File: config.mk
export PLATFORM = sky130hd
export DESIGN_NAME = mini_mips32
export DESIGN_NICKNAME = d
export VERILOG_FILES = /design/src/hdl/mips_pkg.sv /design/src/hdl/pipe_if.sv /design/src/hdl/fetch_ctrl.sv /design/src/hdl/regfile.sv /design/src/hdl/decode_stage.sv /design/src/hdl/exe_stage.sv /design/src/hdl/mini_mips32.sv
export SDC_FILE = /design/constraint.sdc
export NUM_CORES = 2
export LEC_CHECK = 0
export BUFFER_PORTS_ARGS = -buffer_cell sky130_fd_sc_hd__buf_4
export CORE_MARGIN = 1
export CORE_UTILIZATION = 64
export CTS_CLUSTER_DIAMETER = 100
export DETAILED_ROUTE_END_ITERATION = 8
export PLACE_DENSITY = 0.89
export SETUP_SLACK_MARGIN = 0.1
export SLEW_MARGIN = 25
export SYNTH_ARGS = -nofsm -noshare
export SYNTH_HDL_FRONTEND = slang
export SYNTH_SLANG_ARGS = --single-unit
File: constraint.sdc
create_clock -name cpu_clk_50m_i -period 6.3 [get_ports cpu_clk_50m_i]
set_clock_uncertainty 0.1 [all_clocks]
set_input_delay 1.26 -clock cpu_clk_50m_i [delete_from_list [all_inputs] [get_ports cpu_clk_50m_i]]
set_output_delay 1.26 -clock cpu_clk_50m_i [all_outputs]
set_load 0.02 [all_outputs]
File: src/hdl/mips_pkg.sv
package mips_pkg;

    // datapath widths
    parameter int XLEN   = 32;
    parameter int REG_AW = 5;

    typedef logic [XLEN-1:0]   word_t;
    typedef logic [REG_AW-1:0] reg_addr_t;

    // register-register layout
    typedef struct packed {
        logic [5:0]  opcode;
        reg_addr_t   rs;
        reg_addr_t   rt;
        reg_addr_t   rd;
        logic [4:0]  shamt;
        logic [5:0]  funct;
    } inst_r_t;

    // immediate layout
    typedef struct packed {
        logic [5:0]  opcode;
        reg_addr_t   rs;
        reg_addr_t   rt;
        logic [15:0] imm;
    } inst_i_t;

    // one fetched word, seen through either layout
    typedef union packed {
        inst_r_t r;
        inst_i_t i;
    } inst_t;

    typedef enum logic [3:0] {
        ALU_ADD,
        ALU_SUB,
        ALU_AND,
        ALU_OR,
        ALU_XOR,
        ALU_SLT,
        ALU_SLL,
        ALU_SRL,
        ALU_LUI
    } aluop_t;

    // major opcodes
    localparam logic [5:0] OP_SPECIAL = 6'h00;
    localparam logic [5:0] OP_ADDIU   = 6'h09;
    localparam logic [5:0] OP_ANDI    = 6'h0c;
    localparam logic [5:0] OP_ORI     = 6'h0d;
    localparam logic [5:0] OP_LUI     = 6'h0f;

    // funct codes under OP_SPECIAL
    localparam logic [5:0] FN_SLL  = 6'h00;
    localparam logic [5:0] FN_SRL  = 6'h02;
    localparam logic [5:0] FN_ADDU = 6'h21;
    localparam logic [5:0] FN_SUBU = 6'h23;
    localparam logic [5:0] FN_AND  = 6'h24;
    localparam logic [5:0] FN_OR   = 6'h25;
    localparam logic [5:0] FN_XOR  = 6'h26;
    localparam logic [5:0] FN_SLT  = 6'h2a;

endpackage

File: src/hdl/pipe_if.sv
`timescale 1ns/1ns

// decode/execute register contents
interface exe_bus_if;
    logic                           valid;
    mips_pkg::aluop_t               aluop;
    mips_pkg::word_t                src1;
    mips_pkg::word_t                src2;
    logic [mips_pkg::REG_AW-1:0]    shamt;
    logic                           wreg;
    mips_pkg::reg_addr_t            wa;
    mips_pkg::word_t                pc;

    modport src (output valid, aluop, src1, src2, shamt, wreg, wa, pc);
    modport dst (input  valid, aluop, src1, src2, shamt, wreg, wa, pc);
endinterface

// writeback register contents
interface wb_bus_if;
    logic                   wreg;
    mips_pkg::reg_addr_t    wa;
    mips_pkg::word_t        wd;
    mips_pkg::word_t        pc;

    modport src (output wreg, wa, wd, pc);
    // register file write port
    modport wr  (input wreg, wa, wd);
    // forwarding tap for decode
    modport fwd (input wreg, wa, wd);
endinterface

File: src/hdl/fetch_ctrl.sv
`timescale 1ns/1ns

module fetch_ctrl #(
    parameter mips_pkg::word_t RESET_PC = 32'hbfc0_0000
) (
    input  logic                cpu_clk_50m_i,
    input  logic                rst_i,
    input  logic                inst_ok_i,
    input  mips_pkg::word_t     inst_i,
    output logic                inst_req_o,
    output mips_pkg::word_t     iaddr_o,
    output logic                id_valid_o,
    output mips_pkg::inst_t     id_inst_o,
    output mips_pkg::word_t     id_pc_o
);

    typedef enum logic {
        IDLE,
        FETCH
    } state_t;

    state_t             state_q;
    mips_pkg::word_t    pc_q;
    logic               accept;
    logic               id_valid_q;
    mips_pkg::inst_t    id_inst_q;
    mips_pkg::word_t    id_pc_q;

    // request stays up in FETCH, address only moves on acceptance
    assign inst_req_o = (state_q == FETCH);
    assign iaddr_o    = pc_q;
    assign accept     = inst_req_o & inst_ok_i;

    // one idle cycle after reset, then fetch forever
    always_ff @(posedge cpu_clk_50m_i) begin
        if (rst_i) begin
            state_q <= IDLE;
        end else begin
            case (state_q)
                IDLE:    state_q <= FETCH;
                FETCH:   state_q <= FETCH;
                default: state_q <= IDLE;
            endcase
        end
    end

    always_ff @(posedge cpu_clk_50m_i) begin
        if (rst_i) begin
            pc_q <= RESET_PC;
        end else if (accept) begin
            pc_q <= pc_q + 32'd4;
        end
    end

    // valid bit of the fetch/decode register
    // a missed cycle becomes a bubble
    always_ff @(posedge cpu_clk_50m_i) begin
        if (rst_i) begin
            id_valid_q <= 1'b0;
        end else begin
            id_valid_q <= accept;
        end
    end

    // payload of the fetch/decode register
    always_ff @(posedge cpu_clk_50m_i) begin
        if (accept) begin
            id_inst_q <= inst_i;
            id_pc_q   <= pc_q;
        end
    end

    assign id_valid_o = id_valid_q;
    assign id_inst_o  = id_inst_q;
    assign id_pc_o    = id_pc_q;

endmodule

File: src/hdl/regfile.sv
`timescale 1ns/1ns

module regfile (
    input  logic                    cpu_clk_50m_i,
    input  logic                    rst_i,
    input  mips_pkg::reg_addr_t     ra1_i,
    input  mips_pkg::reg_addr_t     ra2_i,
    output mips_pkg::word_t         rd1_o,
    output mips_pkg::word_t         rd2_o,
    wb_bus_if.wr                    wb
);

    // r0 has no storage
    mips_pkg::word_t regs [1:31];

    // wb.wreg is never set for r0
    always_ff @(posedge cpu_clk_50m_i) begin
        if (rst_i) begin
            for (int n = 1; n < 32; n++) begin
                regs[n] <= '0;
            end
        end else if (wb.wreg) begin
            regs[wb.wa] <= wb.wd;
        end
    end

    // asynchronous reads
    always_comb begin
        if (ra1_i == '0) begin
            rd1_o = '0;
        end else begin
            rd1_o = regs[ra1_i];
        end
        if (ra2_i == '0) begin
            rd2_o = '0;
        end else begin
            rd2_o = regs[ra2_i];
        end
    end

endmodule

File: src/hdl/decode_stage.sv
`timescale 1ns/1ns

module decode_stage (
    input  logic                    cpu_clk_50m_i,
    input  logic                    rst_i,
    input  logic                    valid_i,
    input  mips_pkg::inst_t         inst_i,
    input  mips_pkg::word_t         pc_i,
    input  mips_pkg::word_t         rd1_i,
    input  mips_pkg::word_t         rd2_i,
    output mips_pkg::reg_addr_t     ra1_o,
    output mips_pkg::reg_addr_t     ra2_o,
    input  logic                    exe_fwd_wreg_i,
    input  mips_pkg::reg_addr_t     exe_fwd_wa_i,
    input  mips_pkg::word_t         exe_fwd_wd_i,
    wb_bus_if.fwd                   wb,
    exe_bus_if.src                  exe
);

    mips_pkg::aluop_t       aluop_d;
    logic                   known;
    logic                   use_imm;
    logic                   sign_ext;
    logic                   wreg_d;
    mips_pkg::reg_addr_t    wa_d;
    mips_pkg::word_t        imm_ext;
    mips_pkg::word_t        opnd1;
    mips_pkg::word_t        opnd2;

    // both source fields sit in the same place in either layout
    assign ra1_o = inst_i.r.rs;
    assign ra2_o = inst_i.r.rt;

    always_comb begin
        aluop_d  = mips_pkg::ALU_ADD;
        known    = 1'b1;
        use_imm  = 1'b1;
        sign_ext = 1'b0;
        wa_d     = inst_i.i.rt;
        case (inst_i.r.opcode)
            mips_pkg::OP_SPECIAL: begin
                use_imm = 1'b0;
                wa_d    = inst_i.r.rd;
                case (inst_i.r.funct)
                    mips_pkg::FN_ADDU: aluop_d = mips_pkg::ALU_ADD;
                    mips_pkg::FN_SUBU: aluop_d = mips_pkg::ALU_SUB;
                    mips_pkg::FN_AND:  aluop_d = mips_pkg::ALU_AND;
                    mips_pkg::FN_OR:   aluop_d = mips_pkg::ALU_OR;
                    mips_pkg::FN_XOR:  aluop_d = mips_pkg::ALU_XOR;
                    mips_pkg::FN_SLT:  aluop_d = mips_pkg::ALU_SLT;
                    mips_pkg::FN_SLL:  aluop_d = mips_pkg::ALU_SLL;
                    mips_pkg::FN_SRL:  aluop_d = mips_pkg::ALU_SRL;
                    default:           known   = 1'b0;
                endcase
            end
            mips_pkg::OP_ADDIU: begin
                aluop_d  = mips_pkg::ALU_ADD;
                sign_ext = 1'b1;
            end
            mips_pkg::OP_ANDI: aluop_d = mips_pkg::ALU_AND;
            mips_pkg::OP_ORI:  aluop_d = mips_pkg::ALU_OR;
            mips_pkg::OP_LUI:  aluop_d = mips_pkg::ALU_LUI;
            default:           known   = 1'b0;
        endcase
    end

    // bubbles, unknown encodings and r0 never write
    assign wreg_d = valid_i & known & (wa_d != '0);

    assign imm_ext = sign_ext ?
        {{(mips_pkg::XLEN-16){inst_i.i.imm[15]}}, inst_i.i.imm} :
        {{(mips_pkg::XLEN-16){1'b0}}, inst_i.i.imm};

    // youngest result wins: execute, then writeback, then the file
    always_comb begin
        if (exe_fwd_wreg_i && exe_fwd_wa_i == ra1_o) begin
            opnd1 = exe_fwd_wd_i;
        end else if (wb.wreg && wb.wa == ra1_o) begin
            opnd1 = wb.wd;
        end else begin
            opnd1 = rd1_i;
        end
        if (exe_fwd_wreg_i && exe_fwd_wa_i == ra2_o) begin
            opnd2 = exe_fwd_wd_i;
        end else if (wb.wreg && wb.wa == ra2_o) begin
            opnd2 = wb.wd;
        end else begin
            opnd2 = rd2_i;
        end
    end

    // decode/execute register, control part
    always_ff @(posedge cpu_clk_50m_i) begin
        if (rst_i) begin
            exe.valid <= 1'b0;
            exe.wreg  <= 1'b0;
        end else begin
            exe.valid <= valid_i;
            exe.wreg  <= wreg_d;
        end
    end

    // payload
    always_ff @(posedge cpu_clk_50m_i) begin
        exe.aluop <= aluop_d;
        exe.src1  <= opnd1;
        exe.src2  <= use_imm ? imm_ext : opnd2;
        exe.shamt <= inst_i.r.shamt;
        exe.wa    <= wa_d;
        exe.pc    <= pc_i;
    end

endmodule

File: src/hdl/exe_stage.sv
`timescale 1ns/1ns

module exe_stage (
    input  logic                    cpu_clk_50m_i,
    input  logic                    rst_i,
    exe_bus_if.dst                  exe,
    output logic                    fwd_wreg_o,
    output mips_pkg::reg_addr_t     fwd_wa_o,
    output mips_pkg::word_t         fwd_wd_o,
    wb_bus_if.src                   wb
);

    mips_pkg::word_t    alu_res;
    logic               slt_bit;

    assign slt_bit = ($signed(exe.src1) < $signed(exe.src2));

    // shifts act on src2, as in MIPS sll/srl
    always_comb begin
        case (exe.aluop)
            mips_pkg::ALU_ADD: begin
                alu_res = exe.src1 + exe.src2;
            end
            mips_pkg::ALU_SUB: begin
                alu_res = exe.src1 - exe.src2;
            end
            mips_pkg::ALU_AND: begin
                alu_res = exe.src1 & exe.src2;
            end
            mips_pkg::ALU_OR: begin
                alu_res = exe.src1 | exe.src2;
            end
            mips_pkg::ALU_XOR: begin
                alu_res = exe.src1 ^ exe.src2;
            end
            mips_pkg::ALU_SLT: begin
                alu_res = {{(mips_pkg::XLEN-1){1'b0}}, slt_bit};
            end
            mips_pkg::ALU_SLL: begin
                alu_res = exe.src2 << exe.shamt;
            end
            mips_pkg::ALU_SRL: begin
                alu_res = exe.src2 >> exe.shamt;
            end
            mips_pkg::ALU_LUI: begin
                alu_res = {exe.src2[15:0], 16'h0000};
            end
            default: begin
                alu_res = '0;
            end
        endcase
    end

    // result goes back to decode in the same cycle
    assign fwd_wreg_o = exe.wreg;
    assign fwd_wa_o   = exe.wa;
    assign fwd_wd_o   = alu_res;

    // execute/writeback register
    always_ff @(posedge cpu_clk_50m_i) begin
        if (rst_i) begin
            wb.wreg <= 1'b0;
        end else begin
            wb.wreg <= exe.wreg;
        end
    end

    // payload only moves for real instructions
    // so the debug pc holds through bubbles
    always_ff @(posedge cpu_clk_50m_i) begin
        if (exe.valid) begin
            wb.wa <= exe.wa;
            wb.wd <= alu_res;
            wb.pc <= exe.pc;
        end
    end

endmodule

File: src/hdl/mini_mips32.sv
`timescale 1ns/1ns

module mini_mips32 #(
    parameter mips_pkg::word_t RESET_PC = 32'hbfc0_0000
) (
    input  logic                    cpu_clk_50m_i,
    input  logic                    rst_i,
    output logic                    inst_req_o,
    output mips_pkg::word_t         iaddr_o,
    input  logic                    inst_ok_i,
    input  mips_pkg::word_t         inst_i,
    output mips_pkg::word_t         debug_wb_pc_o,
    output logic [3:0]              debug_wb_rf_wen_o,
    output mips_pkg::reg_addr_t     debug_wb_rf_wnum_o,
    output mips_pkg::word_t         debug_wb_rf_wdata_o
);

    // fetch to decode
    logic                   id_valid;
    mips_pkg::inst_t        id_inst;
    mips_pkg::word_t        id_pc;

    // decode to register file
    mips_pkg::reg_addr_t    ra1;
    mips_pkg::reg_addr_t    ra2;
    mips_pkg::word_t        rd1;
    mips_pkg::word_t        rd2;

    // execute forward into decode
    logic                   exe_fwd_wreg;
    mips_pkg::reg_addr_t    exe_fwd_wa;
    mips_pkg::word_t        exe_fwd_wd;

    exe_bus_if exe_bus ();
    wb_bus_if  wb_bus ();

    fetch_ctrl #(
        .RESET_PC (RESET_PC)
    ) fetch_ctrl_i (
        .cpu_clk_50m_i (cpu_clk_50m_i),
        .rst_i         (rst_i),
        .inst_ok_i     (inst_ok_i),
        .inst_i        (inst_i),
        .inst_req_o    (inst_req_o),
        .iaddr_o       (iaddr_o),
        .id_valid_o    (id_valid),
        .id_inst_o     (id_inst),
        .id_pc_o       (id_pc)
    );

    regfile regfile_i (
        .cpu_clk_50m_i (cpu_clk_50m_i),
        .rst_i         (rst_i),
        .ra1_i         (ra1),
        .ra2_i         (ra2),
        .rd1_o         (rd1),
        .rd2_o         (rd2),
        .wb            (wb_bus.wr)
    );

    decode_stage decode_stage_i (
        .cpu_clk_50m_i  (cpu_clk_50m_i),
        .rst_i          (rst_i),
        .valid_i        (id_valid),
        .inst_i         (id_inst),
        .pc_i           (id_pc),
        .rd1_i          (rd1),
        .rd2_i          (rd2),
        .ra1_o          (ra1),
        .ra2_o          (ra2),
        .exe_fwd_wreg_i (exe_fwd_wreg),
        .exe_fwd_wa_i   (exe_fwd_wa),
        .exe_fwd_wd_i   (exe_fwd_wd),
        .wb             (wb_bus.fwd),
        .exe            (exe_bus.src)
    );

    exe_stage exe_stage_i (
        .cpu_clk_50m_i (cpu_clk_50m_i),
        .rst_i         (rst_i),
        .exe           (exe_bus.dst),
        .fwd_wreg_o    (exe_fwd_wreg),
        .fwd_wa_o      (exe_fwd_wa),
        .fwd_wd_o      (exe_fwd_wd),
        .wb            (wb_bus.src)
    );

    // debug view of the writeback register
    assign debug_wb_pc_o       = wb_bus.pc;
    assign debug_wb_rf_wen_o   = {4{wb_bus.wreg}};
    assign debug_wb_rf_wnum_o  = wb_bus.wa;
    assign debug_wb_rf_wdata_o = wb_bus.wd;

endmodule

==> results.md <==
Outcome:
- The flow ran to the end, but the final reports show violations.
- The checks that failed: DRC.

Setup path:
- For flop-to-flop paths, the worst setup slack is 2090 ps.
- The startpoint kind of the worst setup timing path is a flip-flop.
- Data on the critical path arrives at its endpoint at 4610 ps.
- In this design, the stage delay of the slowest critical-path cell is 750 ps.
- The most common cell type on the critical path is buf_4.
- The startpoint identified for the worst register-to-register timing path is decode_stage_i.exe.shamt[1].
- The reg-to-reg endpoint is exe_stage_i.wb.wd[25].
- The kind of critical path is reg2reg.
- The maximum fanout encountered on the critical timing path is 43.
- Counting cells, the worst reg-to-reg path comes to 11.
- The required arrival time at the worst endpoint is 6710 ps.
- The slowest stage of the critical path is the dfxtp_4 cell.
- The critical path startpoint is decode_stage_i.exe.shamt[1].
- The critical path goes through buf_4 > buf_4 > mux4_2 > nand2_1 > o21a_1 > nand2b_1 > a21oi_1 > a211oi_1 > o31ai_1 > nor3_1 > inv_1.
- The worst setup path is captured at a flip-flop.

Worst hold path:
- The worst hold-check path type is reg2reg.
- The worst hold path passes through 0 cells.
- The worst hold path begins at fetch_ctrl_i.id_pc_o[5].
- The worst hold path terminates at decode_stage_i.exe.pc[5].

Die:
- The height of the chip is 339.1 um.
- The die covers 115,000 um2.
- The starting density of the core is 64.63%.
- The horizontal extent of the die is 339.1 um.
- The core region is 112,500 um2.
- The number of ports placed on the die boundary is 141.
- The initialized floorplan defines 123 standard-cell rows.

Timing:
- The final hold violation count is 0.
- The worst pin sits at a relative slew slack of 22.50%.
- The final critical-path setup slack is 2092 ps.
- Setup violations remaining at the end of the flow were counted as 0.
- Adding up every negative setup slack in the final design gives 0 ps.
- Based on the critical path, the design can be clocked at up to 237.6 MHz.
- The measured slew at the worst slew-check pin is 1158 ps.
- For the finished layout, the period the worst path requires is 4208 ps.
- The max-slew violation count was 0.
- After layout, the worst path uses 66.80% of the clock period.
- The final hold slack is 232.2 ps.
- Setup repair after global routing left no endpoint under its margin.

Power:
- For this design the ratio of total power to cell area is 267.7 nW/um2.
- The combinational fraction of design power is 15.3%.
- The internal power of the cells totals 0.01547 W.
- The part of the total power dissipated in sequential elements is 46.9%.
- In this run the static leakage power is 28.81 nW.
- Net switching is 27.80% of the power.
- The fraction of power consumed by the clock network is 37.8%.
- The maximum resistive drop on vdd is 0.3572 mV.
- Overall power consumption after layout is estimated at 0.02142 W.
- The analysis attributes to net switching a power of 0.005955 W.

Logic synthesis:
- The number of synthesis warnings is 0.
- Summed over its instances, the top area cell type makes up 47.62% of the synthesized netlist area.
- The distinct cell type count after synthesis is 99.
- In the synthesized netlist the dominant register cell turns out to be edfxtp_1.
- Synthesis produced 5,243 cells.
- Of all cell types, the one taking the most synthesized area is edfxtp_1.
- The fraction of registers with async set/reset is 0%.
- The flip-flop and latch count after synthesis is 1,306.
- The commonest cells after synthesis are 1,153 x edfxtp_1, 1,000 x and2_1, 684 x mux4_2.
- The register area share after synthesis is 51.83%.
- By area the synthesized netlist is led by edfxtp_1 48%, mux4_2 21%, and2_1 8.6%.
- The most frequent cell after synthesis is edfxtp_1.
- Each instance of the synthesized netlist takes up on average 13.87 um2.
- Yosys mapped a number of flops with a built-in enable equal to 1,153.
- The netlist area before placement is 72,710 um2.

Flow run:
- The tool flagged a number of max-cap violations equal to 0.

Place:
- The weighted congestion at the end of routability-driven global placement is 1.055.
- The placed wire-length estimate is 154,800 um.
- The number of I/O port buffers is 136.
- Once placement finished, the instance area stood at 75,510 um2.
- The minimum setup slack after placement is 2045 ps.

GRT:
- Entering global routing, the biggest net connects 77 pins.
- The total global routing track utilization is 45.14%.
- The number of antenna violations at the first check in global routing came to 24.
- Summed over all layers, the global routing overflow is 0.
- The first-pass GRT wire length is 373,000 um.
- The via count of the first global-routing pass is 54,045.

Final layout:
- The filler cell count in the final layout is 6,488.
- The area growth from synthesis to layout is 10.06%.
- The ratio of cells with drive above 1 in the final layout is 25.66%.
- With fillers left out, the area of the finished cells amounts to 80,020 um2.
- At the end of the flow, the number of nets in the layout was 5,314.

CTS:
- Clock-pin slew was measured on the worst setup and hold paths at 60 ps.
- TritonCTS built the clock tree.
- The count of clock tree sinks is 1,306.
- The source-to-sink clock delay at the later pin of the worst-skew pair is 810 ps.
- The post-cts hold buffer count is 0.
- The total number of H-tree levels is 4.
- The buffer count from post-CTS setup fixing is 0.
- The cell sitting at the root of the clock tree is a clkbuf_16.
- The clock passes through at most 3 buffers.
- The post-CTS resize count is 0.
- The number of buffers added by the clock tree synthesis step is 133.

Drt:
- The first detailed-routing pass took 9 iterations.
- For this run, design rule violations remaining after detail routing come to 4.
- The count of nets left with antenna violations once routing finished came out at 0.
- The violation count after the first detailed-routing iteration is 10,246.
- The via-per-instance ratio is 7.963.
- The average detailed-routed wire length per instance is 38.38 um.
- Wires add up to 260,900 um.
- The total number of vias is 54,122.
[kinds of logic after synthesis]
logic type	after synthesis	synth area share [%]
muxes	828	23.26
other	1	0.005158
adders and majority gates	99	1.724
xor gates and xnor gates	50	0.6023
and+or+nand+nor	1619	12.47
buffers and inverters	648	3.672
AOI/OAI and AO/OA	692	6.429
DFF	1306	51.83
[power groups by stage]
stage	combinational, W	sequential (W)	clock, W
2_1_floorplan	0.00214	0.0100	0
3_3_place_gp	0.00297	0.0102	0
3_5_place_dp	0.00302	0.0102	0
4_1_cts	0.00309	0.0100	0.00802
5_1_grt	0.00336	0.0101	0.00834
6_report	0.00328	0.0101	0.00809
[cell usage in the layout, fill, tap and decap left out, drive strengths merged, types with 10 or more instances in the layout]
| cell | count |
|---|---|
| xor2 | 41 |
| a21oi | 172 |
| o22ai | 11 |
| o21a | 10 |
| nand3 | 37 |
| nor2b | 14 |
| buf | 310 |
| a221oi | 48 |
| mux2i | 90 |
| nor3 | 36 |
| edfxtp | 1153 |
| clkbuf | 179 |
| nor2 | 227 |
| and2 | 1000 |
| a21o | 20 |
| dfxtp | 153 |
| diode | 13 |
| a221o | 13 |
| a31oi | 24 |
| clkinv | 46 |
| or3 | 14 |
| and3 | 16 |
| o221ai | 13 |
| nand2 | 196 |
| nand4 | 19 |
| o31ai | 12 |
| mux2 | 54 |
| mux4 | 684 |
| nor4 | 18 |
| o21ai | 171 |
| o211ai | 40 |
| a211oi | 44 |
| inv | 141 |
| ha | 97 |
| nand2b | 10 |
[registers in the layout, summed over array words and instances, names as in the netlist, 30 cells and up, named ones only]
| register | flops |
|---|---|
| fetch_ctrl_i.id_inst_o | 32 |
| decode_stage_i.exe.src2 | 32 |
| regfile_i.regs | 1024 |
| exe_stage_i.wb.pc | 30 |
| decode_stage_i.exe.pc | 30 |
| fetch_ctrl_i.id_pc_o | 30 |
| fetch_ctrl_i.iaddr_o | 30 |
| decode_stage_i.exe.src1 | 32 |
| exe_stage_i.wb.wd | 32 |
[per-stage QoR]
| step | instances | util [%] |
|---|---|---|
| 3_3_place_gp | 6533 | 67.01 |
| 5_1_grt | 6784 | 71.10 |
| 4_1_cts | 6777 | 70.96 |
| 6_report | 6797 | 71.13 |
| 3_5_place_dp | 6538 | 67.12 |
| 2_1_floorplan | 5246 | - |
[critical path: cells and delay by family (launching register included)]
family                 cells  cell delay (ps)
buffers and inverters      3              970
AOI/OAI and AO/OA          4              940
DFF                        1              750
and+or+nand+nor            3              610
muxes                      1              530
[per-layer routing]
layer | track usage (%) | part of all wire [%] | wire length, um
met4 | 31.45 | 8.6 | 22440
met3 | 16.75 | 16 | 41740
met5 | 0.2917 | 0.13 | 332
met1 | 53.60 | 30 | 78510
met2 | 68.51 | 45 | 117800
[how the worst max path moves through the flow]
stage,slack (ps),to,cells after the start
floorplan,1170,regfile_i.regs[28][0],7
global placement,2150,regfile_i.regs[6][25],8
detailed placement,2040,fetch_ctrl_i.iaddr_o[26],10
CTS,2170,exe_stage_i.wb.wd[25],11
global route,1930,exe_stage_i.wb.wd[25],11
finish,2090,exe_stage_i.wb.wd[25],11
[area by class of cell]
class	instances	area (um2)	share of cell area [%]
flip-flops and latches	1306	37730	47.15
clock inverters	60	726.9	0.9084
inverters	137	515.5	0.6442
repair buffers	310	2698	3.371
multi-input cells	3292	32850	41.05
well taps	1500	1877	2.345
diodes	13	32.53	0.04065
clock buffers	179	3595	4.492
No activity file was read; power rests on OpenSTA's default activity.
